$ cat config.mk
export PLATFORM = sky130hd
export DESIGN_NAME = ctl_pipe0_top
export DESIGN_NICKNAME = d
export VERILOG_FILES = /design/src/hw/usb_ctl_pkg.sv /design/src/hw/setup_capture.sv /design/src/hw/request_decoder.sv /design/src/hw/descriptor_rom.sv /design/src/hw/desc_read_counter.sv /design/src/hw/ctl_pipe0_fsm.sv /design/src/hw/ctl_pipe0_top.sv
export SDC_FILE = /design/constraint.sdc
export NUM_CORES = 1
export LEC_CHECK = 0
export ABC_AREA = 1
export BUFFER_PORTS_ARGS = -buffer_cell sky130_fd_sc_hd__buf_2
export CORE_ASPECT_RATIO = 0.7
export CORE_MARGIN = 2
export CORE_UTILIZATION = 35
export DETAILED_ROUTE_END_ITERATION = 10
export SYNTH_ARGS = -nofsm -noshare
export SYNTH_HDL_FRONTEND = slang
export SYNTH_SLANG_ARGS = --single-unit
$ cat constraint.sdc
create_clock -name clock -period 4.7 [get_ports clock]
set_input_delay 0.94 -clock clock [delete_from_list [all_inputs] [get_ports clock]]
set_output_delay 0.94 -clock clock [all_outputs]
set_load 0.01 [all_outputs]
$ cat src/hw/usb_ctl_pkg.sv
package usb_ctl_pkg;

  // Standard bRequest codes handled by pipe 0
  localparam logic [7:0] REQ_GET_DESCRIPTOR    = 8'd6;
  localparam logic [7:0] REQ_SET_ADDRESS       = 8'd5;
  localparam logic [7:0] REQ_SET_CONFIGURATION = 8'd9;

  // Descriptor types, found in wValue[15:8]
  localparam logic [7:0] DESC_TYPE_DEVICE = 8'd1;
  localparam logic [7:0] DESC_TYPE_CONFIG = 8'd2;
  localparam logic [7:0] DESC_TYPE_STRING = 8'd3;

  // Bit 0 is set for every kind that returns a descriptor
  typedef enum logic [2:0] {
    KIND_NONE        = 3'd0,
    KIND_GET_DEVICE  = 3'd1,
    KIND_SET_ADDRESS = 3'd2,
    KIND_GET_CONFIG  = 3'd3,
    KIND_SET_CONFIG  = 3'd4,
    KIND_GET_STRING  = 3'd5
  } req_kind_t;

  typedef logic [5:0] desc_addr_t;

  localparam logic [15:0] VENDOR_ID  = 16'hFACE;
  localparam logic [15:0] PRODUCT_ID = 16'h0BDE;

  localparam logic [7:0] PRODUCT_STRING_INDEX = 8'd2;

  localparam int DESC_SIZE = 54;

  localparam desc_addr_t DEVICE_START  = 6'd0;
  localparam desc_addr_t CONFIG_START  = 6'd18;
  localparam desc_addr_t STRING0_START = 6'd36;
  localparam desc_addr_t PRODUCT_START = 6'd40;

  localparam desc_addr_t DEVICE_LEN  = 6'd18;
  localparam desc_addr_t CONFIG_LEN  = 6'd18;
  localparam desc_addr_t STRING0_LEN = 6'd4;
  localparam desc_addr_t PRODUCT_LEN = 6'd14;

  // Multi-byte fields are little endian, as on the bus
  localparam logic [7:0] DESC_BYTES [DESC_SIZE] = '{
    // Device: bLength, type, bcdUSB 2.0, class FF, subclass, protocol, 64-byte EP0
    8'h12, 8'h01, 8'h00, 8'h02, 8'hFF, 8'h00, 8'h00, 8'h40,
    VENDOR_ID[7:0], VENDOR_ID[15:8], PRODUCT_ID[7:0], PRODUCT_ID[15:8],
    // bcdDevice, iManufacturer, iProduct, iSerialNumber, one configuration
    8'h00, 8'h00, 8'h00, 8'h02, 8'h00, 8'h01,
    // Configuration: wTotalLength 18, one interface, value 1, self powered, 100 mA
    8'h09, 8'h02, 8'h12, 8'h00, 8'h01, 8'h01, 8'h00, 8'hC0, 8'h32,
    // Interface 0 with no endpoints
    8'h09, 8'h04, 8'h00, 8'h00, 8'h00, 8'h00, 8'h00, 8'h00, 8'h00,
    // String zero, language 0x0409
    8'h04, 8'h03, 8'h09, 8'h04,
    // Product string "USBCTL" in UTF-16LE
    8'h0E, 8'h03, 8'h55, 8'h00, 8'h53, 8'h00, 8'h42, 8'h00,
    8'h43, 8'h00, 8'h54, 8'h00, 8'h4C, 8'h00
  };

endpackage

$ cat src/hw/setup_capture.sv
`timescale 1ns/1ns

module setup_capture (
  input  logic        clock,
  input  logic        reset,
  input  logic        setup_valid_i,
  input  logic [7:0]  setup_data_i,
  input  logic        status_done_i,
  output logic        select_o,
  output logic [7:0]  req_type_o,
  output logic [7:0]  req_code_o,
  output logic [15:0] req_value_o,
  output logic [15:0] req_length_o
);

  logic [2:0] byte_idx;
  logic       take_byte;

  // Packet is frozen once all eight bytes are in
  assign take_byte = setup_valid_i && !select_o;

  always_ff @(posedge clock) begin
    if (reset) begin
      byte_idx <= 3'd0;
      select_o <= 1'b0;
    end else begin
      if (take_byte) begin
        // Wraps back to zero after the eighth byte
        byte_idx <= byte_idx + 3'd1;
      end
      if (take_byte && byte_idx == 3'd7) begin
        select_o <= 1'b1;
      end else if (status_done_i) begin
        select_o <= 1'b0;
      end
    end
  end

  always_ff @(posedge clock) begin
    if (take_byte) begin
      case (byte_idx)
        3'd0: req_type_o <= setup_data_i;
        3'd1: req_code_o <= setup_data_i;
        3'd2: req_value_o[7:0] <= setup_data_i;
        3'd3: req_value_o[15:8] <= setup_data_i;
        // wIndex bytes are not used by this endpoint
        3'd6: req_length_o[7:0] <= setup_data_i;
        3'd7: req_length_o[15:8] <= setup_data_i;
        default: ;
      endcase
    end
  end

endmodule

$ cat src/hw/request_decoder.sv
`timescale 1ns/1ns

module request_decoder (
  input  logic [7:0]             req_type_i,
  input  logic [7:0]             req_code_i,
  input  logic [15:0]            req_value_i,
  output usb_ctl_pkg::req_kind_t req_kind_o,
  output logic                   req_index_o
);

  logic       std_device_req;
  logic [7:0] desc_type;
  logic [7:0] desc_index;
  logic       index_known;

  // Standard type and device recipient, direction bit ignored
  assign std_device_req = req_type_i[6:5] == 2'b00 && req_type_i[4:0] == 5'd0;

  assign desc_type  = req_value_i[15:8];
  assign desc_index = req_value_i[7:0];

  // Only string zero and the product string exist
  assign index_known = desc_index == 8'd0 ||
                       desc_index == usb_ctl_pkg::PRODUCT_STRING_INDEX;
  assign req_index_o = desc_index == usb_ctl_pkg::PRODUCT_STRING_INDEX;

  always_comb begin
    req_kind_o = usb_ctl_pkg::KIND_NONE;
    if (std_device_req) begin
      if (req_code_i == usb_ctl_pkg::REQ_GET_DESCRIPTOR) begin
        if (desc_type == usb_ctl_pkg::DESC_TYPE_DEVICE) begin
          req_kind_o = usb_ctl_pkg::KIND_GET_DEVICE;
        end else if (desc_type == usb_ctl_pkg::DESC_TYPE_CONFIG) begin
          req_kind_o = usb_ctl_pkg::KIND_GET_CONFIG;
        end else if (desc_type == usb_ctl_pkg::DESC_TYPE_STRING && index_known) begin
          req_kind_o = usb_ctl_pkg::KIND_GET_STRING;
        end
      end else if (req_code_i == usb_ctl_pkg::REQ_SET_ADDRESS) begin
        req_kind_o = usb_ctl_pkg::KIND_SET_ADDRESS;
      end else if (req_code_i == usb_ctl_pkg::REQ_SET_CONFIGURATION) begin
        req_kind_o = usb_ctl_pkg::KIND_SET_CONFIG;
      end
    end
  end

endmodule

$ cat src/hw/descriptor_rom.sv
`timescale 1ns/1ns

module descriptor_rom (
  input  usb_ctl_pkg::req_kind_t  req_kind_i,
  input  logic                    req_index_i,
  input  usb_ctl_pkg::desc_addr_t rd_addr_i,
  output usb_ctl_pkg::desc_addr_t desc_start_o,
  output usb_ctl_pkg::desc_addr_t desc_len_o,
  output logic [7:0]              rom_data_o
);

  // Addresses past the table read as zero
  always_comb begin
    if (int'(rd_addr_i) < usb_ctl_pkg::DESC_SIZE) begin
      rom_data_o = usb_ctl_pkg::DESC_BYTES[rd_addr_i];
    end else begin
      rom_data_o = 8'h00;
    end
  end

  always_comb begin
    case (req_kind_i)
      usb_ctl_pkg::KIND_GET_CONFIG: begin
        desc_start_o = usb_ctl_pkg::CONFIG_START;
        desc_len_o   = usb_ctl_pkg::CONFIG_LEN;
      end
      usb_ctl_pkg::KIND_GET_STRING: begin
        if (req_index_i) begin
          desc_start_o = usb_ctl_pkg::PRODUCT_START;
          desc_len_o   = usb_ctl_pkg::PRODUCT_LEN;
        end else begin
          desc_start_o = usb_ctl_pkg::STRING0_START;
          desc_len_o   = usb_ctl_pkg::STRING0_LEN;
        end
      end
      // Device descriptor also covers the non-get kinds, never streamed
      default: begin
        desc_start_o = usb_ctl_pkg::DEVICE_START;
        desc_len_o   = usb_ctl_pkg::DEVICE_LEN;
      end
    endcase
  end

endmodule

$ cat src/hw/desc_read_counter.sv
`timescale 1ns/1ns

module desc_read_counter (
  input  logic                    clock,
  input  logic                    reset,
  input  logic                    load_i,
  input  usb_ctl_pkg::desc_addr_t start_i,
  input  usb_ctl_pkg::desc_addr_t desc_len_i,
  input  logic [15:0]             req_length_i,
  input  logic                    m_tready_i,
  output usb_ctl_pkg::desc_addr_t rd_addr_o,
  output logic                    m_tvalid_o,
  output logic                    m_tlast_o,
  output logic                    stream_done_o
);

  // Bytes still to send, including the one on the bus
  usb_ctl_pkg::desc_addr_t remaining;
  usb_ctl_pkg::desc_addr_t load_count;
  logic                    handshake;

  // Host may ask for fewer bytes than the descriptor holds
  always_comb begin
    if (16'(desc_len_i) <= req_length_i) begin
      load_count = desc_len_i;
    end else begin
      load_count = req_length_i[5:0];
    end
  end

  assign handshake = m_tvalid_o && m_tready_i;
  assign m_tlast_o = m_tvalid_o && remaining == 6'd1;

  // An empty transfer is finished as soon as it is loaded
  assign stream_done_o = (handshake && remaining == 6'd1) || (load_i && load_count == 6'd0);

  always_ff @(posedge clock) begin
    if (reset) begin
      m_tvalid_o <= 1'b0;
    end else if (load_i) begin
      m_tvalid_o <= load_count != 6'd0;
    end else if (handshake && remaining == 6'd1) begin
      m_tvalid_o <= 1'b0;
    end
  end

  always_ff @(posedge clock) begin
    if (load_i) begin
      rd_addr_o <= start_i;
      remaining <= load_count;
    end else if (handshake) begin
      rd_addr_o <= rd_addr_o + 6'd1;
      remaining <= remaining - 6'd1;
    end
  end

endmodule

$ cat src/hw/ctl_pipe0_fsm.sv
`timescale 1ns/1ns

module ctl_pipe0_fsm (
  input  logic                   clock,
  input  logic                   reset,
  input  logic                   select_i,
  input  usb_ctl_pkg::req_kind_t req_kind_i,
  input  logic [15:0]            req_value_i,
  input  logic                   stream_done_i,
  output logic                   load_stream_o,
  output logic                   accept_o,
  output logic                   error_o,
  output logic                   configured_o,
  output logic [6:0]             usb_addr_o,
  output logic [7:0]             usb_conf_o
);

  typedef enum logic [2:0] {
    ST_IDLE,
    ST_GET_DESC,
    ST_SET_ADDR,
    ST_SET_CONF,
    ST_REJECT
  } state_t;

  state_t state;
  // Set while the counter still owes bytes for this transfer
  logic   stream_busy;

  always_ff @(posedge clock) begin
    if (reset) begin
      state         <= ST_IDLE;
      stream_busy   <= 1'b0;
      load_stream_o <= 1'b0;
      accept_o      <= 1'b0;
      error_o       <= 1'b0;
      configured_o  <= 1'b0;
      usb_addr_o    <= 7'd0;
      usb_conf_o    <= 8'd0;
    end else begin
      load_stream_o <= 1'b0;
      if (stream_done_i) begin
        stream_busy <= 1'b0;
      end
      if (!select_i) begin
        accept_o <= 1'b0;
        error_o  <= 1'b0;
      end
      case (state)
        ST_IDLE: begin
          if (select_i) begin
            accept_o <= req_kind_i != usb_ctl_pkg::KIND_NONE;
            error_o  <= req_kind_i == usb_ctl_pkg::KIND_NONE;
            case (req_kind_i)
              usb_ctl_pkg::KIND_GET_DEVICE,
              usb_ctl_pkg::KIND_GET_CONFIG,
              usb_ctl_pkg::KIND_GET_STRING: begin
                state         <= ST_GET_DESC;
                load_stream_o <= 1'b1;
                stream_busy   <= 1'b1;
              end
              usb_ctl_pkg::KIND_SET_ADDRESS: state <= ST_SET_ADDR;
              usb_ctl_pkg::KIND_SET_CONFIG:  state <= ST_SET_CONF;
              default:                       state <= ST_REJECT;
            endcase
          end
        end
        // Wait for the status stage and for the last byte to leave
        ST_GET_DESC: begin
          if (!select_i && !stream_busy) begin
            state <= ST_IDLE;
          end
        end
        // New address only takes effect after the status stage
        ST_SET_ADDR: begin
          if (!select_i) begin
            usb_addr_o <= req_value_i[6:0];
            state      <= ST_IDLE;
          end
        end
        ST_SET_CONF: begin
          if (!select_i) begin
            usb_conf_o   <= req_value_i[7:0];
            configured_o <= req_value_i[7:0] != 8'd0;
            state        <= ST_IDLE;
          end
        end
        default: begin
          if (!select_i) begin
            state <= ST_IDLE;
          end
        end
      endcase
    end
  end

endmodule

$ cat src/hw/ctl_pipe0_top.sv
`timescale 1ns/1ns

module ctl_pipe0_top (
  input  logic       clock,
  input  logic       reset,
  input  logic       setup_valid_i,
  input  logic [7:0] setup_data_i,
  input  logic       status_done_i,
  output logic       m_tvalid_o,
  input  logic       m_tready_i,
  output logic       m_tlast_o,
  output logic [7:0] m_tdata_o,
  output logic       accept_o,
  output logic       error_o,
  output logic       configured_o,
  output logic [6:0] usb_addr_o,
  output logic [7:0] usb_conf_o
);

  logic                    select;
  logic [7:0]              req_type;
  logic [7:0]              req_code;
  logic [15:0]             req_value;
  logic [15:0]             req_length;
  usb_ctl_pkg::req_kind_t  req_kind;
  logic                    req_index;
  usb_ctl_pkg::desc_addr_t desc_start;
  usb_ctl_pkg::desc_addr_t desc_len;
  usb_ctl_pkg::desc_addr_t rd_addr;
  logic                    load_stream;
  logic                    stream_done;

  setup_capture i_setup_capture (
    .clock         (clock),
    .reset         (reset),
    .setup_valid_i (setup_valid_i),
    .setup_data_i  (setup_data_i),
    .status_done_i (status_done_i),
    .select_o      (select),
    .req_type_o    (req_type),
    .req_code_o    (req_code),
    .req_value_o   (req_value),
    .req_length_o  (req_length)
  );

  request_decoder i_request_decoder (
    .req_type_i  (req_type),
    .req_code_i  (req_code),
    .req_value_i (req_value),
    .req_kind_o  (req_kind),
    .req_index_o (req_index)
  );

  // ROM data goes straight out as the stream payload
  descriptor_rom i_descriptor_rom (
    .req_kind_i   (req_kind),
    .req_index_i  (req_index),
    .rd_addr_i    (rd_addr),
    .desc_start_o (desc_start),
    .desc_len_o   (desc_len),
    .rom_data_o   (m_tdata_o)
  );

  desc_read_counter i_desc_read_counter (
    .clock         (clock),
    .reset         (reset),
    .load_i        (load_stream),
    .start_i       (desc_start),
    .desc_len_i    (desc_len),
    .req_length_i  (req_length),
    .m_tready_i    (m_tready_i),
    .rd_addr_o     (rd_addr),
    .m_tvalid_o    (m_tvalid_o),
    .m_tlast_o     (m_tlast_o),
    .stream_done_o (stream_done)
  );

  ctl_pipe0_fsm i_ctl_pipe0_fsm (
    .clock         (clock),
    .reset         (reset),
    .select_i      (select),
    .req_kind_i    (req_kind),
    .req_value_i   (req_value),
    .stream_done_i (stream_done),
    .load_stream_o (load_stream),
    .accept_o      (accept_o),
    .error_o       (error_o),
    .configured_o  (configured_o),
    .usb_addr_o    (usb_addr_o),
    .usb_conf_o    (usb_conf_o)
  );

endmodule

==> flow_metrics.tcl <==
set metrics [dict create \
    status "finished clean" \
    cts_max_path_buffers 2 \
    cts_hold_buffers 0 \
    syn2layout_area_growth_pct 14.60 \
    synth_top_family_by_area "simple AND/OR/NAND/NOR gates" \
    finalCritPeriodShare 0.6907 \
    finalWorstSetupSlack_ps 1454 \
    synth_compound_area_frac 0.1222 \
    ios 41 \
    drt_iter0_markers 197 \
    route.detailed.vias_per_inst 4.852 \
    num_rows 33 \
    synth.distinct_cells 39 \
    rsz0062_at_grt "no" \
    synth_edf_count 59 \
    p_clk_frac 0.417 \
    maxCapViolCount 0 \
    first_global_vias 3065 \
    grt_max_degree 24 \
    crit_path_end_kind "primary output" \
    n_antenna_cell 0 \
    synth-seq-cells 87 \
    setup_viol 0 \
    layout_commonest_cell "nand2_1" \
    cp.required_ps 3760 \
    cts_tree "yes" \
    synth_flop_cell "edfxtp_1" \
    cts.repair.resized 0 \
    synth_top_area_frac 0.4110 \
    grt_pass1_wl_um 15540 \
    synth_warnings 0 \
    p_sw_frac 0.2070 \
    routed_wl_um 9467 \
    port_buffers 40 \
    synth_xor_area_frac 0.008128 \
    hold-worst-slack_ps 473.1 \
    place_congestion 0.8983 \
    cp_max_fo 6 \
    cts-root-buf "clkbuf_16" \
    setup-tns-final_ps 0 \
    fin_nets 552 \
    routedWlPerCell_um 13.88 \
    syn_nets 509 \
    nFillCells 1163 \
    final_cells 682 \
    drc 0 \
    htree_levels 3 \
    vias 3309 \
    layout-drive-gt1-share 0.1581 \
    netlist_top_cells_area "edfxtp_1, dfxtp_1, nand2_1" \
    dieWidth_um 136.6 \
    power_switching_uw 313.1 \
    relSlewSlack 0.2696 \
    worstMarginPinSlew_ps 1087 \
    power_frac_seq 0.553 \
    slew_violations 0 \
    die_y_um 96.85 \
    antenna_found_initial 0 \
    path_class "register to primary output" \
    seq_area_frac_synth 0.5411 \
    dp.cells 666 \
    min_path_type "register to register" \
    cts_buffers 9 \
    drtPass1Iterations 5 \
    p_int_mw 1.200 \
    clkTransAtPathRegs_ps 60 \
    initial_core_util 0.3637 \
    postSynthAreaPerCell_um2 9.036 \
    core_mm2 0.01185 \
    synth_fa_ha_area_frac 0.05515 \
    dp_hpwl_um 7036 \
    numClockSinks 87 \
    overflow 0 \
    synthSimpleGateAreaFrac 0.2096 \
    power.combinational.fraction 0.030 \
    insertion_delay_ps 340 \
    synth_mux_area_frac 0 \
    synth_cells 477 \
    fin_crit_ps 3246 \
    timing.fmax_mhz 308.0 \
    layout_common_cells "nand2_1, nor2_1, inv_1" \
    drt.antenna.violating_nets 0 \
    async_reset_ff_frac 0 \
    track_usage 0.1517 \
    netlist_area_mm2 0.004310 \
    p_per_area_mw_per_mm2 306.3 \
    crit_arrival_ps 2310 \
    cts_setup_buffers 0 \
    fin_skew_ps 5.207 \
    dieArea_mm2 0.01323 \
    dpl_worst_slack_ps 1868 \
    p_leak_nw 2.078 \
    vdd_drop_max_mv 0.1700 \
    hold_viol 0 \
    cp-start-kind "register" \
    yosysTopAreaCell "edfxtp_1" \
]
-- cells in the mapped netlist, types with 5 or more instances --
cell       n
nand2_1   79
nor2_1    74
inv_1     60
edfxtp_1  59
o21ai_0   38
a21oi_1   29
dfxtp_1   28
ha_1      19
nand3_1   12
nor2_2     9
clkbuf_1   8
nand2_2    8
nand4_1    5
nor3_1     5
-- worst paths after layout --
| path | endpoint | from | slack [ps] | cells past startpoint |
|---|---|---|---|---|
| hold reg to reg | i_ctl_pipe0_fsm.usb_addr_o[2]$_SDFFE_PP0P_ | i_ctl_pipe0_fsm.usb_addr_o[2]$_SDFFE_PP0P_ | 470 | 2 |
| hold / removal | i_ctl_pipe0_fsm.usb_addr_o[2]$_SDFFE_PP0P_ | i_ctl_pipe0_fsm.usb_addr_o[2]$_SDFFE_PP0P_ | 470 | 2 |
| setup reg to reg | i_desc_read_counter.remaining[1]$_DFFE_PP_ | i_setup_capture.req_value_o[6]$_DFFE_PP_ | 1850 | 18 |
| setup / recovery | m_tdata_o[2] | i_desc_read_counter.rd_addr_o[0]$_SDFFCE_PP0P_ | 1450 | 9 |
-- layer usage --
layer / GRT usage / wire, µm / part of all wire / vias up
met4: 0.03846 / 74 / 0.0078 / 0
met2: 0.2085 / 3959 / 0.42 / 79
li1: - / - / - / 1681
met1: 0.2317 / 4874 / 0.51 / 1541
met5: 0 / 0 / 0 / -
met3: 0.04298 / 558 / 0.059 / 8
-- power groups by stage --
stage / Sequential [mW] / Clock, mW / Combinational [mW]
2_1_floorplan: 0.851 / 0 / 0.0252
3_3_place_gp: 0.852 / 0 / 0.0444
3_5_place_dp: 0.853 / 0 / 0.0461
4_1_cts: 0.836 / 0.648 / 0.0463
5_1_grt: 0.837 / 0.684 / 0.0530
6_report: 0.837 / 0.631 / 0.0457
-- cell type report --
class	instances	area, µm²	area share
Timing Repair Buffer	41	207.7	0.04205
Multi-Input combinational cell	317	1703	0.3447
Sequential cell	87	2332	0.4721
Tap cell	157	196.4	0.03977
Inverter	64	240.2	0.04863
Clock inverter	3	20.02	0.004053
Clock buffer	13	240.2	0.04863
-- worst max-delay path: stages, from the launching register on --
cell	delay (ps)
edfxtp_1	430
inv_1	190
ha_1	260
nand2_1	100
inv_1	130
nor2_1	100
nor2_1	230
a221oi_1	120
a211oi_1	240
buf_2	170
-- through the flow --
step                      area, µm²  power [mW]  utilization
after global placement         4679      0.8965       0.3949
final                          4940       1.513       0.4169
after CTS                      4940       1.531       0.4169
after global routing           4940       1.574       0.4169
after floorplan                4310      0.8760            -
after detailed placement       4679      0.8988       0.3949
-- flip-flops by register name (all words and copies together) (netlist names), 6 cells and up --
name,flops
i_setup_capture.req_length_o,16
i_ctl_pipe0_fsm.usb_conf_o,8
i_setup_capture.req_value_o,16
i_setup_capture.req_type_o,7
i_desc_read_counter.rd_addr_o,6
i_ctl_pipe0_fsm.usb_addr_o,7
i_desc_read_counter.remaining,6
i_setup_capture.req_code_o,8
-- cells by family after synthesis --
kind of cell             count (synthesis)
AND/OR/NAND/NOR                        203
AO/OA/AOI/OAI                           91
buffers and inverters                   73
adder cells (fa/ha/maj)                 19
XOR/XNOR                                 4
flip-flops                              87
No activity file was read; power rests on OpenSTA's default activity.
